### src/verilog/nes_bus_pkg.sv
////////////////////////////////////////
// CPU side and system bus definitions
// Shared by the DMA stages and the testbench
// Holds the fixed DMA related port addresses
////////////////////////////////////////

package nes_bus_pkg;

	// Basic bus words
	typedef logic [15:0] bus_addr_t;   // 6502 address space
	typedef logic [7:0]  bus_data_t;   // One data byte

	// Outputs of the CPU core itself, before any DMA takeover
	typedef struct packed {
		bus_addr_t addr;   // Address driven by the CPU
		bus_data_t dout;   // Write data from the CPU
		logic      rnw;    // 1 = read cycle
	} cpu_bus_t;

	// Outgoing system bus after the DMA/CPU mux
	// Exactly one of read and write is high in every cycle
	typedef struct packed {
		bus_addr_t addr;   // Post-mux address
		bus_data_t data;   // Post-mux write data
		logic      read;   // Read strobe
		logic      write;  // Write strobe
	} sys_bus_t;

	// Writing a page number here starts the sprite DMA
	localparam bus_addr_t SPRITE_DMA_PORT = 16'h4014;

	// PPU OAM data register, target of every sprite DMA write
	localparam bus_addr_t OAM_DATA_PORT = 16'h2004;

endpackage

### src/verilog/nes_dma_pkg.sv
////////////////////////////////////////
// DMA engine definitions
// State encodings and the structs that pass
// between decode, sequencer and bus mux
////////////////////////////////////////

package nes_dma_pkg;

	// Sprite DMA state
	// Bit 0 pauses the CPU, bit 1 means a transfer owns the bus
	typedef enum logic [1:0] {
		SPR_IDLE  = 2'b00,  // Nothing pending
		SPR_ALIGN = 2'b01,  // Waiting for an odd CPU read cycle
		SPR_XFER  = 2'b11   // Moving bytes, read even / write odd
	} spr_state_t;

	// DMC sample fetch channel
	typedef enum logic {
		DMC_IDLE  = 1'b0,
		DMC_FETCH = 1'b1    // Fetch granted, runs on next even cycle
	} dmc_state_t;

	// One full page per sprite DMA
	localparam int PAGE_BYTES = 256;

	// Decode to sequencer, already qualified
	typedef struct packed {
		logic                  spr_start;  // Port write seen this cycle
		nes_bus_pkg::bus_data_t spr_page;  // High byte of the source page
		logic                  dmc_go;     // DMC fetch may start
	} dma_req_t;

	// Sequencer registers, seen by the mux
	typedef struct packed {
		spr_state_t            spr_state;
		logic                  dmc_fetch;  // DMC channel busy
		logic                  odd_cycle;  // 1 on odd CPU cycles
		nes_bus_pkg::bus_addr_t spr_addr;  // Current sprite source address
		nes_bus_pkg::bus_data_t last_val;  // Byte read on the even cycle
	} dma_ctl_t;

endpackage

### src/verilog/dma_port_decode.sv
////////////////////////////////////////
// DMA decode stage
// Spots the sprite DMA port write on the
// outgoing bus and qualifies DMC requests
////////////////////////////////////////

`timescale 1ns/1ps

module dma_port_decode (
	input  nes_bus_pkg::sys_bus_t bus,          // Post-mux system bus
	input  logic                  dmc_trigger,  // DMC wants a sample byte
	input  logic                  odd_cycle,    // Current cycle parity
	input  logic                  dmc_busy,     // DMC fetch already granted
	output nes_dma_pkg::dma_req_t req
);

	import nes_bus_pkg::*;

	logic port_hit;   // Address matches the sprite DMA port
	logic spr_write;  // Qualified port write
	logic even_read;  // Read on an even cycle
	logic dmc_ok;

	// Compare against the post-mux address, like the real chip does
	assign port_hit  = (bus.addr == SPRITE_DMA_PORT);
	assign spr_write = port_hit && bus.write;

	// DMC may only start on an even read cycle
	assign even_read = bus.read && !odd_cycle;
	assign dmc_ok    = dmc_trigger && even_read && !dmc_busy;  // One fetch at a time

	always_comb begin
		req.spr_start = spr_write;
		req.spr_page  = bus.data;  // Page byte rides on the write data
		req.dmc_go    = dmc_ok;
	end

endmodule

### src/verilog/dma_sequencer.sv
////////////////////////////////////////
// DMA execute stage
// Even/odd flag, sprite and DMC state,
// page address counter and byte latch
// All state advances only when ce is high
////////////////////////////////////////

`timescale 1ns/1ps

module dma_sequencer (
	input  logic                   clk,
	input  logic                   reset,
	input  logic                   ce,        // CPU cycle enable
	input  nes_dma_pkg::dma_req_t  req,       // Qualified requests from decode
	input  logic                   cpu_read,  // CPU is in a read cycle
	input  nes_bus_pkg::bus_data_t ram_data,  // Data returned for current address
	output nes_dma_pkg::dma_ctl_t  ctl
);

	import nes_bus_pkg::*;
	import nes_dma_pkg::*;

	spr_state_t spr_state;
	dmc_state_t dmc_state;
	logic       odd_cycle;
	bus_addr_t  spr_addr;
	bus_data_t  last_val;

	bus_data_t  next_low;    // Low address byte plus one
	logic       xfer;        // Sprite transfer owns the bus
	logic       last_byte;   // Final byte of the page
	logic       dmc_now;     // DMC fetch takes this even cycle
	logic       align_done;

	assign xfer      = spr_state[1];
	assign next_low  = spr_addr[7:0] + 8'h01;
	assign last_byte = (spr_addr[7:0] == 8'(PAGE_BYTES - 1));
	assign dmc_now   = (dmc_state == DMC_FETCH) && !odd_cycle;

	// Transfer may start once the CPU sits in an odd read cycle
	assign align_done = (spr_state == SPR_ALIGN) && cpu_read && odd_cycle;

	// Parity flag flips on every CPU cycle
	always_ff @(posedge clk) begin
		if (reset) begin
			odd_cycle <= 1'b0;  // First cycle after reset is even
		end else if (ce) begin
			odd_cycle <= ~odd_cycle;
		end
	end

	// DMC channel
	always_ff @(posedge clk) begin
		if (reset) begin
			dmc_state <= DMC_IDLE;
		end else if (ce) begin
			if (req.dmc_go)
				dmc_state <= DMC_FETCH;  // Decode already checked idle and even
			else if (dmc_now)
				dmc_state <= DMC_IDLE;   // Single byte done
		end
	end

	// Sprite FSM
	// Highest priority first
	always_ff @(posedge clk) begin
		if (reset) begin
			spr_state <= SPR_IDLE;
		end else if (ce) begin
			if (xfer && odd_cycle && last_byte)
				spr_state <= SPR_IDLE;   // Wrap from FF ends the page
			else if (xfer && dmc_now)
				spr_state <= SPR_ALIGN;  // DMC steals the read slot
			else if (align_done)
				spr_state <= SPR_XFER;
			else if (req.spr_start)
				spr_state <= SPR_ALIGN;  // Pause CPU, wait for alignment
		end
	end

	// Source address
	// Only the low byte counts up
	always_ff @(posedge clk) begin
		if (ce) begin
			if (req.spr_start)
				spr_addr <= {req.spr_page, 8'h00};
			else if (xfer && odd_cycle)
				spr_addr[7:0] <= next_low;  // Step after each OAM write
		end
	end

	// Byte latch between the read and the write
	always_ff @(posedge clk) begin
		if (ce && xfer)
			last_val <= ram_data;
	end

	assign ctl = '{
		spr_state: spr_state,
		dmc_fetch: (dmc_state == DMC_FETCH),
		odd_cycle: odd_cycle,
		spr_addr:  spr_addr,
		last_val:  last_val
	};

endmodule

### src/verilog/dma_bus_mux.sv
////////////////////////////////////////
// DMA result stage
// Builds the DMA bus cycle, picks DMA or CPU
// for the outgoing bus, drives ack and pause
////////////////////////////////////////

`timescale 1ns/1ps

module dma_bus_mux (
	input  nes_dma_pkg::dma_ctl_t  ctl,          // Sequencer registers
	input  nes_bus_pkg::cpu_bus_t  cpu,          // CPU core outputs
	input  logic                   dmc_trigger,  // Raw DMC request level
	input  nes_bus_pkg::bus_addr_t dmc_addr,     // DMC sample address
	output nes_bus_pkg::sys_bus_t  bus,
	output logic                   dmc_ack,      // DMC byte is on the bus
	output logic                   pause_cpu
);

	import nes_bus_pkg::*;

	logic      dma_own;   // DMA drives the bus this cycle
	logic      even;
	bus_addr_t dma_addr;

	assign even    = !ctl.odd_cycle;
	assign dmc_ack = ctl.dmc_fetch && even;       // Fetch always lands on even
	assign dma_own = dmc_ack || ctl.spr_state[1];

	// Address priority DMC, sprite read, OAM write
	always_comb begin
		if (dmc_ack)
			dma_addr = dmc_addr;
		else if (even)
			dma_addr = ctl.spr_addr;
		else
			dma_addr = OAM_DATA_PORT;
	end

	always_comb begin
		if (dma_own) begin
			bus.addr  = dma_addr;
			bus.data  = ctl.last_val;  // Only meaningful on odd writes
			bus.read  = even;
			bus.write = ctl.odd_cycle;
		end else begin
			bus.addr  = cpu.addr;     // CPU passes straight through
			bus.data  = cpu.dout;
			bus.read  = cpu.rnw;
			bus.write = !cpu.rnw;
		end
	end

	// Trigger stalls the CPU at once, sprite waits for the state bit
	assign pause_cpu = ctl.spr_state[0] || dmc_trigger;

endmodule

### src/verilog/nes_dma_top.sv
////////////////////////////////////////
// Sprite and DMC DMA engine top level
// Sits between the 6502 core and the
// system bus, decode feeds sequencer
// feeds mux, mux output feeds decode
////////////////////////////////////////

`timescale 1ns/1ps

module nes_dma_top (
	input  logic                   clk,
	input  logic                   reset,
	input  logic                   ce,           // CPU cycle enable
	input  nes_bus_pkg::cpu_bus_t  cpu,          // CPU core outputs
	input  logic                   dmc_trigger,  // Held until dmc_ack
	input  nes_bus_pkg::bus_addr_t dmc_addr,
	input  nes_bus_pkg::bus_data_t ram_data,     // Read data for bus.addr
	output nes_bus_pkg::sys_bus_t  bus,
	output logic                   dmc_ack,
	output logic                   pause_cpu
);

	import nes_dma_pkg::*;

	dma_req_t req;  // Decode to sequencer
	dma_ctl_t ctl;  // Sequencer to mux

	dma_port_decode dma_port_decode_inst (
		.bus         (bus),
		.dmc_trigger (dmc_trigger),
		.odd_cycle   (ctl.odd_cycle),
		.dmc_busy    (ctl.dmc_fetch),
		.req         (req)
	);

	dma_sequencer dma_sequencer_inst (
		.clk      (clk),
		.reset    (reset),
		.ce       (ce),
		.req      (req),
		.cpu_read (cpu.rnw),  // CPU direction, not the muxed one
		.ram_data (ram_data),
		.ctl      (ctl)
	);

	// Select comes from registers only, so the bus loop back
	// into decode is not combinational
	dma_bus_mux dma_bus_mux_inst (
		.ctl         (ctl),
		.cpu         (cpu),
		.dmc_trigger (dmc_trigger),
		.dmc_addr    (dmc_addr),
		.bus         (bus),
		.dmc_ack     (dmc_ack),
		.pause_cpu   (pause_cpu)
	);

endmodule

### config.mk
export PLATFORM = sky130hd
export DESIGN_NAME = nes_dma_top
export DESIGN_NICKNAME = d
export VERILOG_FILES = /design/src/verilog/nes_bus_pkg.sv /design/src/verilog/nes_dma_pkg.sv /design/src/verilog/dma_port_decode.sv /design/src/verilog/dma_sequencer.sv /design/src/verilog/dma_bus_mux.sv /design/src/verilog/nes_dma_top.sv
export SDC_FILE = /design/constraint.sdc
export NUM_CORES = 1
export LEC_CHECK = 0
export ABC_AREA = 1
export BUFFER_PORTS_ARGS = -buffer_cell sky130_fd_sc_hd__buf_2
export CAP_MARGIN = 25
export CELL_PAD_IN_SITES_DETAIL_PLACEMENT = 1
export CELL_PAD_IN_SITES_GLOBAL_PLACEMENT = 2
export CORE_UTILIZATION = 23
export CTS_CLUSTER_DIAMETER = 120
export CTS_CLUSTER_SIZE = 30
export DETAILED_ROUTE_END_ITERATION = 8
export PLACE_DENSITY = 0.72
export SLEW_MARGIN = 20
export SYNTH_ARGS = -nofsm -noshare
export SYNTH_HDL_FRONTEND = slang
export SYNTH_SLANG_ARGS = --single-unit
### constraint.sdc
create_clock -name clk -period 4 [get_ports clk]
set_input_delay 0.4 -clock clk [delete_from_list [all_inputs] [get_ports clk]]
set_output_delay 0.4 -clock clk [all_outputs]
set_load 0.05 [all_outputs]
==> parameters.txt, run 1 <==
Parameter                              Value

Route
  Routed length per instance    12.8 um
  Number of remaining DRC errors    0
  Via density per instance    around 4
  Total wire length    5.42 mm
  Count of antenna-violating nets left after detailed routing    0
  Drt first-iter violations    43
  TritonRoute pass-1 iters    4
  Via Count    1736

Finish
  Non-Filler Cell Area, Final    2460 um^2
  Fill cell instance count of the final layout    1039
  Area growth from synthesis to final layout    27.2%
  Area occupied by registers    801 um^2
  Multi-input gate area    961 um^2
  Share of post-route cells with drive strength above 1    ~42%
  Post-Route Utilization    30.1%
  ANT cells    0
  Number of nets in the layout    374

Placement
  Pre-CTS worst setup slack    about 1100 ps
  Placed inst area    2390 um^2
  Count of input and output buffers    80
  Post-detail-place hpwl    approximately 4.5 mm
  Placer's final routability congestion estimate    0.822

Synthesis
  Number of storage elements in the synthesis netlist    28
  Number of synthesized flops with an enable pin    24
  Mapped cell area    roughly 1900 um^2
  Count of warnings emitted by yosys    0
  Commonest register cell after synthesis    sky130_fd_sc_hd__edfxtp_1
  Yosys cell types    30
  Net count after synthesis    295
  Sequential area share after synthesis    just over 40%
  Post-synth ARST share    0%
  Number of standard cells after synthesis    241
  Average cell area after synthesis    ~8 um^2

Power
  Switching fraction of total power    32.5%
  Static Leakage    between 1 and 1.5 nW
  Internal Dissipation    0.511 mW
  P per Cell Area    308 nW/um^2
  Peak supply drop    roughly 0.14 mV
  Sw Pwr    0.246 mW
  Sequential group share of total power    42.4%
  Comb power frac    28.3%
  Power share of the clock group    about 29%

STA
  Unrepaired setup endpoints after global routing    false
  Least setup slack across all paths after layout    1100 ps
  Number of hold violations in the final report    0
  Fin Setup TNS    0 ps
  Maximum frequency from static timing analysis    ~340 MHz
  Slew Limit Headroom    54.4%
  Final cycle utilization of the critical path    72.6%
  Setup-failing EPs final    0
  Actual slew at the worst max-slew pin    about 680 ps
  Minimum period implied by the final worst setup slack    around 2900 ps
  Pins over their slew limit    0
  Final setup skew    between 5 and 6 ps

Setup path
  Category of the most critical setup path    reg -> reg
  Maximum fanout along the worst path    20
  Arrival time reported for the critical path endpoint    2820 ps
  Worst R2R Path Depth    9
  Worst setup EP type    flip-flop
  Critical path launch point type    flip-flop
  Required arrival time at the worst endpoint    ~3900 ps

Clock tree
  Max clock buf depth    2
  Clk sink count    28
  Buffer count from post-CTS setup fixing    0
  Clock tree from TritonCTS    yes
  Number of buffers created by CTS    3
  CTS Root Buffer Type    sky130_fd_sc_hd__clkbuf_8
  Number of H-tree levels    1
  CTS Hold Bufs    0
  Post-CTS resize count    0
  CTS clk-pin slew, worst paths    about 100 ps
  Worst skew pair latency    280 ps

Global routing
  Total routing usage reported by global routing    13.0%
  Remaining global-route overflow    0
  Global-route wire length before repair    8.74 mm
  Number of global-route vias before repair    1751
  Pin count of the biggest net entering global routing    21
  Antenna violations before repair    0

Job
  Number of violations of the max-capacitance limit    0

Min path
  Class of the tightest hold or removal check    in -> reg
  Hold Path Cell Cnt    1

Floorplan
  Die Outline Area    8790 um^2
  Core Area    8180 um^2
  Die extent in y    93.7 um
  I/O pin total    a little over 80
  Starting utilization of the core area    23.7%
  Number of rows created at floorplan    33
  Horizontal die dimension    93.7 um

Run status
  Outcome    finished clean
==> Yosys cell counts (2+ instances only) <==
| master | instances | area share, % |
|---|---|---|
| sky130_fd_sc_hd__nor3_1 | 3 | 0.78 |
| sky130_fd_sc_hd__nor2_1 | 16 | 3.1 |
| sky130_fd_sc_hd__inv_1 | 19 | 3.7 |
| sky130_fd_sc_hd__a21oi_1 | 2 | 0.52 |
| sky130_fd_sc_hd__nand4_1 | 2 | 0.65 |
| sky130_fd_sc_hd__inv_2 | 4 | 0.78 |
| sky130_fd_sc_hd__nand3b_1 | 2 | 0.78 |
| sky130_fd_sc_hd__nand3_2 | 3 | 1.6 |
| sky130_fd_sc_hd__nand3_1 | 7 | 1.8 |
| sky130_fd_sc_hd__nand2_1 | 90 | 17 |
| sky130_fd_sc_hd__xor2_1 | 5 | 2.3 |
| sky130_fd_sc_hd__dfxtp_1 | 4 | 4.1 |
| sky130_fd_sc_hd__nand2_4 | 10 | 5.8 |
| sky130_fd_sc_hd__edfxtp_1 | 24 | 37 |
| sky130_fd_sc_hd__or2_2 | 3 | 0.97 |
| sky130_fd_sc_hd__buf_6 | 5 | 2.9 |
| sky130_fd_sc_hd__o21ai_0 | 7 | 1.8 |
| sky130_fd_sc_hd__nor2_4 | 2 | 1.2 |
| sky130_fd_sc_hd__nor2_2 | 8 | 2.6 |
| sky130_fd_sc_hd__nand2_2 | 15 | 4.8 |
==> layout by cell type, fill, tap and decap left out, types with 2 or more instances in the layout <==
cell type                  instances
sky130_fd_sc_hd__nand2_4          10
sky130_fd_sc_hd__xor2_1            5
sky130_fd_sc_hd__nor2_1           16
sky130_fd_sc_hd__dfxtp_1           4
sky130_fd_sc_hd__nand3b_1          2
sky130_fd_sc_hd__buf_2            80
sky130_fd_sc_hd__nand3_1           7
sky130_fd_sc_hd__inv_2             4
sky130_fd_sc_hd__nor3_1            3
sky130_fd_sc_hd__or2_2             3
sky130_fd_sc_hd__nand2_2          15
sky130_fd_sc_hd__nor2_2            8
sky130_fd_sc_hd__a21oi_1           2
sky130_fd_sc_hd__nand2_1          90
sky130_fd_sc_hd__nand4_1           2
sky130_fd_sc_hd__clkbuf_8          3
sky130_fd_sc_hd__nor2_4            2
sky130_fd_sc_hd__o21ai_0           7
sky130_fd_sc_hd__nand3_2           3
sky130_fd_sc_hd__inv_1            19
sky130_fd_sc_hd__edfxtp_1         24
==> power groups by stage <==
stage | sequential, mW | combinational, mW | clock, mW
2_1_floorplan | 0.325 | 0.160 | 0
3_3_place_gp | 0.328 | 0.217 | 0
3_5_place_dp | 0.328 | 0.217 | 0
4_1_cts | 0.321 | 0.217 | 0.227
5_1_grt | 0.322 | 0.231 | 0.238
6_report | 0.321 | 0.214 | 0.222
==> cell type report <==
class	instances	share of cell area [%]
well taps	105	5.34
flip-flops and latches	28	32.5
repair buffers	81	16.5
clock inverters	1	1.22
inverters	24	3.76
multi-input cells	182	39.0
clock buffers	3	1.68
==> registers in the layout, summed over array words and instances (netlist names) <==
| name | cells |
|---|---|
| dma_sequencer_inst.spr_addr | 16 |
| dma_sequencer_inst.odd_cycle | 1 |
| dma_sequencer_inst.dmc_state | 1 |
| dma_sequencer_inst.last_val | 8 |
| dma_sequencer_inst.spr_state | 2 |
==> worst paths after layout <==
kind | start | end | slack [ps]
max reg2reg | dma_sequencer_inst.dmc_state | dma_sequencer_inst.spr_addr[9] | 1100
min reg2reg | dma_sequencer_inst.last_val[3] | dma_sequencer_inst.spr_addr[11] | 570
min | ram_data[6] | dma_sequencer_inst.last_val[6] | 290
max | dma_sequencer_inst.dmc_state | dma_sequencer_inst.spr_addr[9] | 1100
==> per-stage QoR <==
step,hold slack [ps],power [mW],instances
2_1_floorplan,479,0.485,241
3_3_place_gp,548,0.545,419
3_5_place_dp,551,0.544,419
4_1_cts,285,0.766,423
5_1_grt,275,0.791,424
6_report,290,0.757,424
==> logic make-up after synthesis <==
logic type | share of synthesized area (%)
simple gates | 42.5
buf+inv | 8.98
compound gates | 4.27
flops | 41.4
xor+xnor | 2.26
fa+ha+maj | 0.646
==> worst max-delay path, stage by stage, from the launching register on <==
cell                      delay (ps)
sky130_fd_sc_hd__dfxtp_1         770
sky130_fd_sc_hd__nand2_2         220
sky130_fd_sc_hd__nand2_4         200
sky130_fd_sc_hd__inv_4           170
sky130_fd_sc_hd__nand2_1         110
sky130_fd_sc_hd__o21ai_1         110
sky130_fd_sc_hd__nor2_2          110
sky130_fd_sc_hd__nand2_2          80
sky130_fd_sc_hd__nor3_1          160
sky130_fd_sc_hd__nor3b_2         600
==> per-layer routing <==
| metal | global-route usage, % | wire (um) |
|---|---|---|
| met1 | 18.7 | 2630 |
| met2 | 20.1 | 2420 |
| met3 | 1.46 | 302 |
| met4 | 4.23 | 72 |
| met5 | 0 | 0 |
(Power assumes the default switching activity.)
==> run 2, diff against run 1 <==
--- a/config.mk
+++ b/config.mk
@@ -5,7 +5,7 @@
 export SDC_FILE = /design/constraint.sdc
 export NUM_CORES = 1
 export LEC_CHECK = 0
-export ABC_AREA = 1
+export ABC_AREA = 0
 export BUFFER_PORTS_ARGS = -buffer_cell sky130_fd_sc_hd__buf_2
 export CAP_MARGIN = 25
 export CELL_PAD_IN_SITES_DETAIL_PLACEMENT = 1
@@ -14,7 +14,7 @@
 export CTS_CLUSTER_DIAMETER = 120
 export CTS_CLUSTER_SIZE = 30
 export DETAILED_ROUTE_END_ITERATION = 8
-export PLACE_DENSITY = 0.72
+export PLACE_DENSITY = 0.74
 export SLEW_MARGIN = 20
 export SYNTH_ARGS = -nofsm -noshare
 export SYNTH_HDL_FRONTEND = slang
==> constraint.sdc (replaced) <==
create_clock -name clk -period 2.5 [get_ports clk]
set_input_delay 0.25 -clock clk [delete_from_list [all_inputs] [get_ports clk]]
set_output_delay 0.25 -clock clk [all_outputs]
set_load 0.05 [all_outputs]
==> parameters.txt, run 2 <==
Parameter                              Value

Run status
  Outcome    finished clean (unchanged)

Setup path
  Arrival time reported for the critical path endpoint    2430 ps (was 2820 ps)
  Worst R2R Path Depth    7 (was 9)
  Critical path launch point type    flip-flop (unchanged)
  Setup slack of the worst register-to-register path    80 ps (was 1100 ps)
  Reg2Reg Launch Point    dma_sequencer_inst.dmc_state (unchanged)
  Worst setup EP type    flip-flop (unchanged)
  Maximum fanout along the worst path    8 (was 20)
  Endpoint of the worst register-to-register path    dma_sequencer_inst.spr_addr[6] (was dma_sequencer_inst.spr_addr[9])
  Category of the most critical setup path    reg -> reg (unchanged)
  Required arrival time at the worst endpoint    2500 ps (was 3920 ps)

Finish
  Multi-input gate area    831 um^2 (was 961 um^2)
  Flip-flop count of the largest register after layout    16 (unchanged)
  Most flop-heavy register    dma_sequencer_inst.spr_addr (unchanged)
  Share of post-route cells with drive strength above 1    53.6% (was 42.0%)
  Post-route non-filler standard cell count    348 (was 424)
  Post-Route Utilization    36.3% (was 30.1%)
  ANT cells    0 (unchanged)
  Fill cell instance count of the final layout    800 (was 1039)
  Commonest non-fill, non-tap cell in the layout    sky130_fd_sc_hd__buf_2 (was sky130_fd_sc_hd__nand2_1)
  Leading cell types in the layout, fill and taps excluded    80 x sky130_fd_sc_hd__buf_2, 24 x sky130_fd_sc_hd__edfxtp_1, 18 x sky130_fd_sc_hd__buf_4 (was 90 x sky130_fd_sc_hd__nand2_1, 80 x sky130_fd_sc_hd__buf_2, 24 x sky130_fd_sc_hd__edfxtp_1)
  Area growth from synthesis to final layout    51.8% (was 27.2%)
  Leading registers by flop count    dma_sequencer_inst.spr_addr (16), dma_sequencer_inst.last_val (8), dma_sequencer_inst.spr_state (2) (unchanged)
  Number of nets in the layout    307 (was 374)
  Area occupied by registers    807 um^2 (was 801 um^2)

STA
  Pins over their slew limit    0 (unchanged)
  Setup-failing EPs final    0 (unchanged)
  Actual slew at the worst max-slew pin    765 ps (was 683 ps)
  Minimum period implied by the final worst setup slack    2420 ps (was 2900 ps)
  Final setup skew    5.60 ps (was 5.40 ps)
  Fin Setup TNS    0 ps (unchanged)
  Maximum frequency from static timing analysis    413 MHz (was 344 MHz)
  Number of hold violations in the final report    0 (unchanged)
  Final cycle utilization of the critical path    96.9% (was 72.6%)
  Slew Limit Headroom    48.8% (was 54.4%)
  Minimum hold slack    138 ps (was 290 ps)
  Least setup slack across all paths after layout    77.1 ps (was 1100 ps)
  Unrepaired setup endpoints after global routing    false (unchanged)

Synthesis
  Sequential area share after synthesis    49.2% (was 41.4%)
  Area contributors post-synth    sky130_fd_sc_hd__edfxtp_1 44%, sky130_fd_sc_hd__mux2_2 5.5%, sky130_fd_sc_hd__dfxtp_1 4.9% (was sky130_fd_sc_hd__edfxtp_1 37%, sky130_fd_sc_hd__nand2_1 17%, sky130_fd_sc_hd__nand2_4 5.8%)
  Area share of and/or/nand/nor cells after synthesis    16.8% (was 42.5%)
  Synthesized-area fraction occupied by ao, oa, aoi and oai cells    18.8% (was 4.27%)
  Synthesized-area fraction occupied by xor and xnor cells    3.23% (was 2.26%)
  Number of storage elements in the synthesis netlist    28 (unchanged)
  Count of warnings emitted by yosys    0 (unchanged)
  Average cell area after synthesis    10.6 um^2 (was 8.03 um^2)
  Post-synth ARST share    0% (unchanged)
  Commonest register cell after synthesis    sky130_fd_sc_hd__edfxtp_1 (unchanged)
  Mux share of post-synthesis cell area    5.54% (was 0%)
  List of most frequent post-synthesis cells    24 x sky130_fd_sc_hd__edfxtp_1, 14 x sky130_fd_sc_hd__nor2_1, 12 x sky130_fd_sc_hd__inv_1 (was 90 x sky130_fd_sc_hd__nand2_1, 24 x sky130_fd_sc_hd__edfxtp_1, 19 x sky130_fd_sc_hd__inv_1)
  Net count after synthesis    208 (was 295)
  Most used standard cell by instance count after synthesis    sky130_fd_sc_hd__edfxtp_1 (was sky130_fd_sc_hd__nand2_1)
  Fraction of synthesized cell area taken by the top area cell type    44.3% (was 37.2%)
  Number of synthesized flops with an enable pin    24 (unchanged)
  Yosys cell types    40 (was 30)
  Number of standard cells after synthesis    154 (was 241)
  Mapped cell area    1630 um^2 (was 1940 um^2)
  Largest family of logic cells by synthesized area    compound AO/OA/AOI/OAI gates (was simple AND/OR/NAND/NOR gates)
  Adder and majority gate portion of the synthesized area    0.769% (was 0.646%)
  Dominant cell type by area after synthesis    sky130_fd_sc_hd__edfxtp_1 (unchanged)

Placement
  Count of input and output buffers    80 (unchanged)
  Placer's final routability congestion estimate    0.765 (was 0.822)
  DP Cell Count    341 (was 419)
  Pre-CTS worst setup slack    -49.9 ps (was 1080 ps)
  Post-detail-place hpwl    4.65 mm (was 4.53 mm)

Min path
  Sink of the worst hold path    dma_sequencer_inst.last_val[3] (was dma_sequencer_inst.last_val[6])
  Class of the tightest hold or removal check    in -> reg (unchanged)
  Min-Delay Startpoint    ram_data[3] (was ram_data[6])
  Hold Path Cell Cnt    1 (unchanged)

Route
  Via density per instance    4.62 (was 4.09)
  Total wire length    5.68 mm (was 5.42 mm)
  Drt first-iter violations    31 (was 43)
  Routed length per instance    16.3 um (was 12.8 um)
  TritonRoute pass-1 iters    4 (unchanged)
  Via Count    1607 (was 1736)
  Count of antenna-violating nets left after detailed routing    0 (unchanged)
  Number of remaining DRC errors    0 (unchanged)

Power
  P per Cell Area    472 nW/um^2 (was 308 nW/um^2)
  Peak supply drop    0.243 mV (was 0.135 mV)
  Static Leakage    1.03 nW (was 1.20 nW)

Global routing
  Antenna violations before repair    0 (unchanged)
  Global-route wire length before repair    8.58 mm (was 8.74 mm)
  Pin count of the biggest net entering global routing    17 (was 21)
  Total routing usage reported by global routing    15.3% (was 13.0%)
  Number of global-route vias before repair    1651 (was 1751)
  Remaining global-route overflow    0 (unchanged)

Clock tree
  Clk sink count    28 (unchanged)
  Number of H-tree levels    1 (unchanged)
  CTS clk-pin slew, worst paths    100 ps (about the same)
  Clock tree from TritonCTS    yes (unchanged)
  Worst skew pair latency    280 ps (about the same)
  Max clock buf depth    2 (unchanged)
  Number of buffers created by CTS    3 (unchanged)
  CTS Root Buffer Type    sky130_fd_sc_hd__clkbuf_8 (unchanged)

Job
  Number of violations of the max-capacitance limit    0 (unchanged)

Floorplan
  Die Outline Area    7410 um^2 (was 8790 um^2)
  I/O pin total    81 (unchanged)
  Die extent in y    86.1 um (was 93.7 um)
  Horizontal die dimension    86.1 um (was 93.7 um)
  Starting utilization of the core area    23.9% (was 23.7%)
  Number of rows created at floorplan    30 (was 33)
  Core Area    6790 um^2 (was 8180 um^2)
run 2: stage by stage:
stage               instance area, um^2  power, mW
floorplan                          1690      0.708
global placement                   2310      0.817
detailed placement                 2310      0.819
CTS                                2430       1.17
global route                       2470       1.21
finish                             2470       1.17
run 2: report_power, final:
| part | internal (mW) | switching, mW |
|---|---|---|
| logic | 0.0994 | 0.204 |
| clock network | 0.215 | 0.141 |
| registers | 0.505 | 0.00186 |
| total | 0.819 | 0.346 |
run 2: cells by family after synthesis:
| family | Yosys count |
|---|---|
| xor gates and xnor gates | 6 |
| DFF | 28 |
| AOI/OAI and AO/OA | 39 |
| buffers and inverters | 22 |
| muxes | 8 |
| adders and majority gates | 1 |
| and+or+nand+nor | 50 |
run 2: worst max-delay path, cell delays in order (launching register included):
cell and delay (ps):
sky130_fd_sc_hd__dfxtp_4 370, sky130_fd_sc_hd__and2b_4 280, sky130_fd_sc_hd__a22oi_1 110, sky130_fd_sc_hd__o2bb2ai_4 190
sky130_fd_sc_hd__or4b_1 460, sky130_fd_sc_hd__or3_4 440, sky130_fd_sc_hd__a21oi_4 160, sky130_fd_sc_hd__buf_12 140
run 2: how the worst max path moves through the flow:
stage / from / end / slack (ps) / cells after the start
2_1_floorplan: dma_sequencer_inst.dmc_state / dma_sequencer_inst.spr_addr[0] / 2 / 6
3_3_place_gp: dma_sequencer_inst.dmc_state / dma_sequencer_inst.spr_addr[2] / 50 / 7
3_5_place_dp: dma_sequencer_inst.odd_cycle / dma_sequencer_inst.spr_addr[2] / -50 / 8
4_1_cts: dma_sequencer_inst.dmc_state / dma_sequencer_inst.spr_addr[6] / 10 / 8
5_1_grt: dma_sequencer_inst.odd_cycle / dma_sequencer_inst.spr_addr[2] / 10 / 9
6_report: dma_sequencer_inst.dmc_state / dma_sequencer_inst.spr_addr[6] / 80 / 7
run 2: layout make-up:
cell class / count / area share [%]
Sequential cell: 28 / 32.7
Timing Repair Buffer: 101 / 23.8
Clock buffer: 3 / 1.67
Multi-Input combinational cell: 105 / 33.7
Clock inverter: 1 / 1.22
Tap cell: 96 / 4.87
Inverter: 14 / 2.13
run 2: timing repair:
action | 4_1_cts | 5_1_grt
setup buffers | 2 | 0
gates resized for setup | 1 | 8
hold buffers | 0 | 0
gates cloned | 0 | 1
endpoints found under the setup margin | 16 | 18
pin swaps | 2 | 0
run 2: layer usage:
metal | global-route usage (%) | vias up | part of all wire [%]
met4 | 4.09 | 0 | 1.1
met1 | 20.9 | 769 | 46
met2 | 25.6 | 56 | 49
met5 | 0 | - | 0
met3 | 1.73 | 5 | 4.3
li1 | - | 777 | -
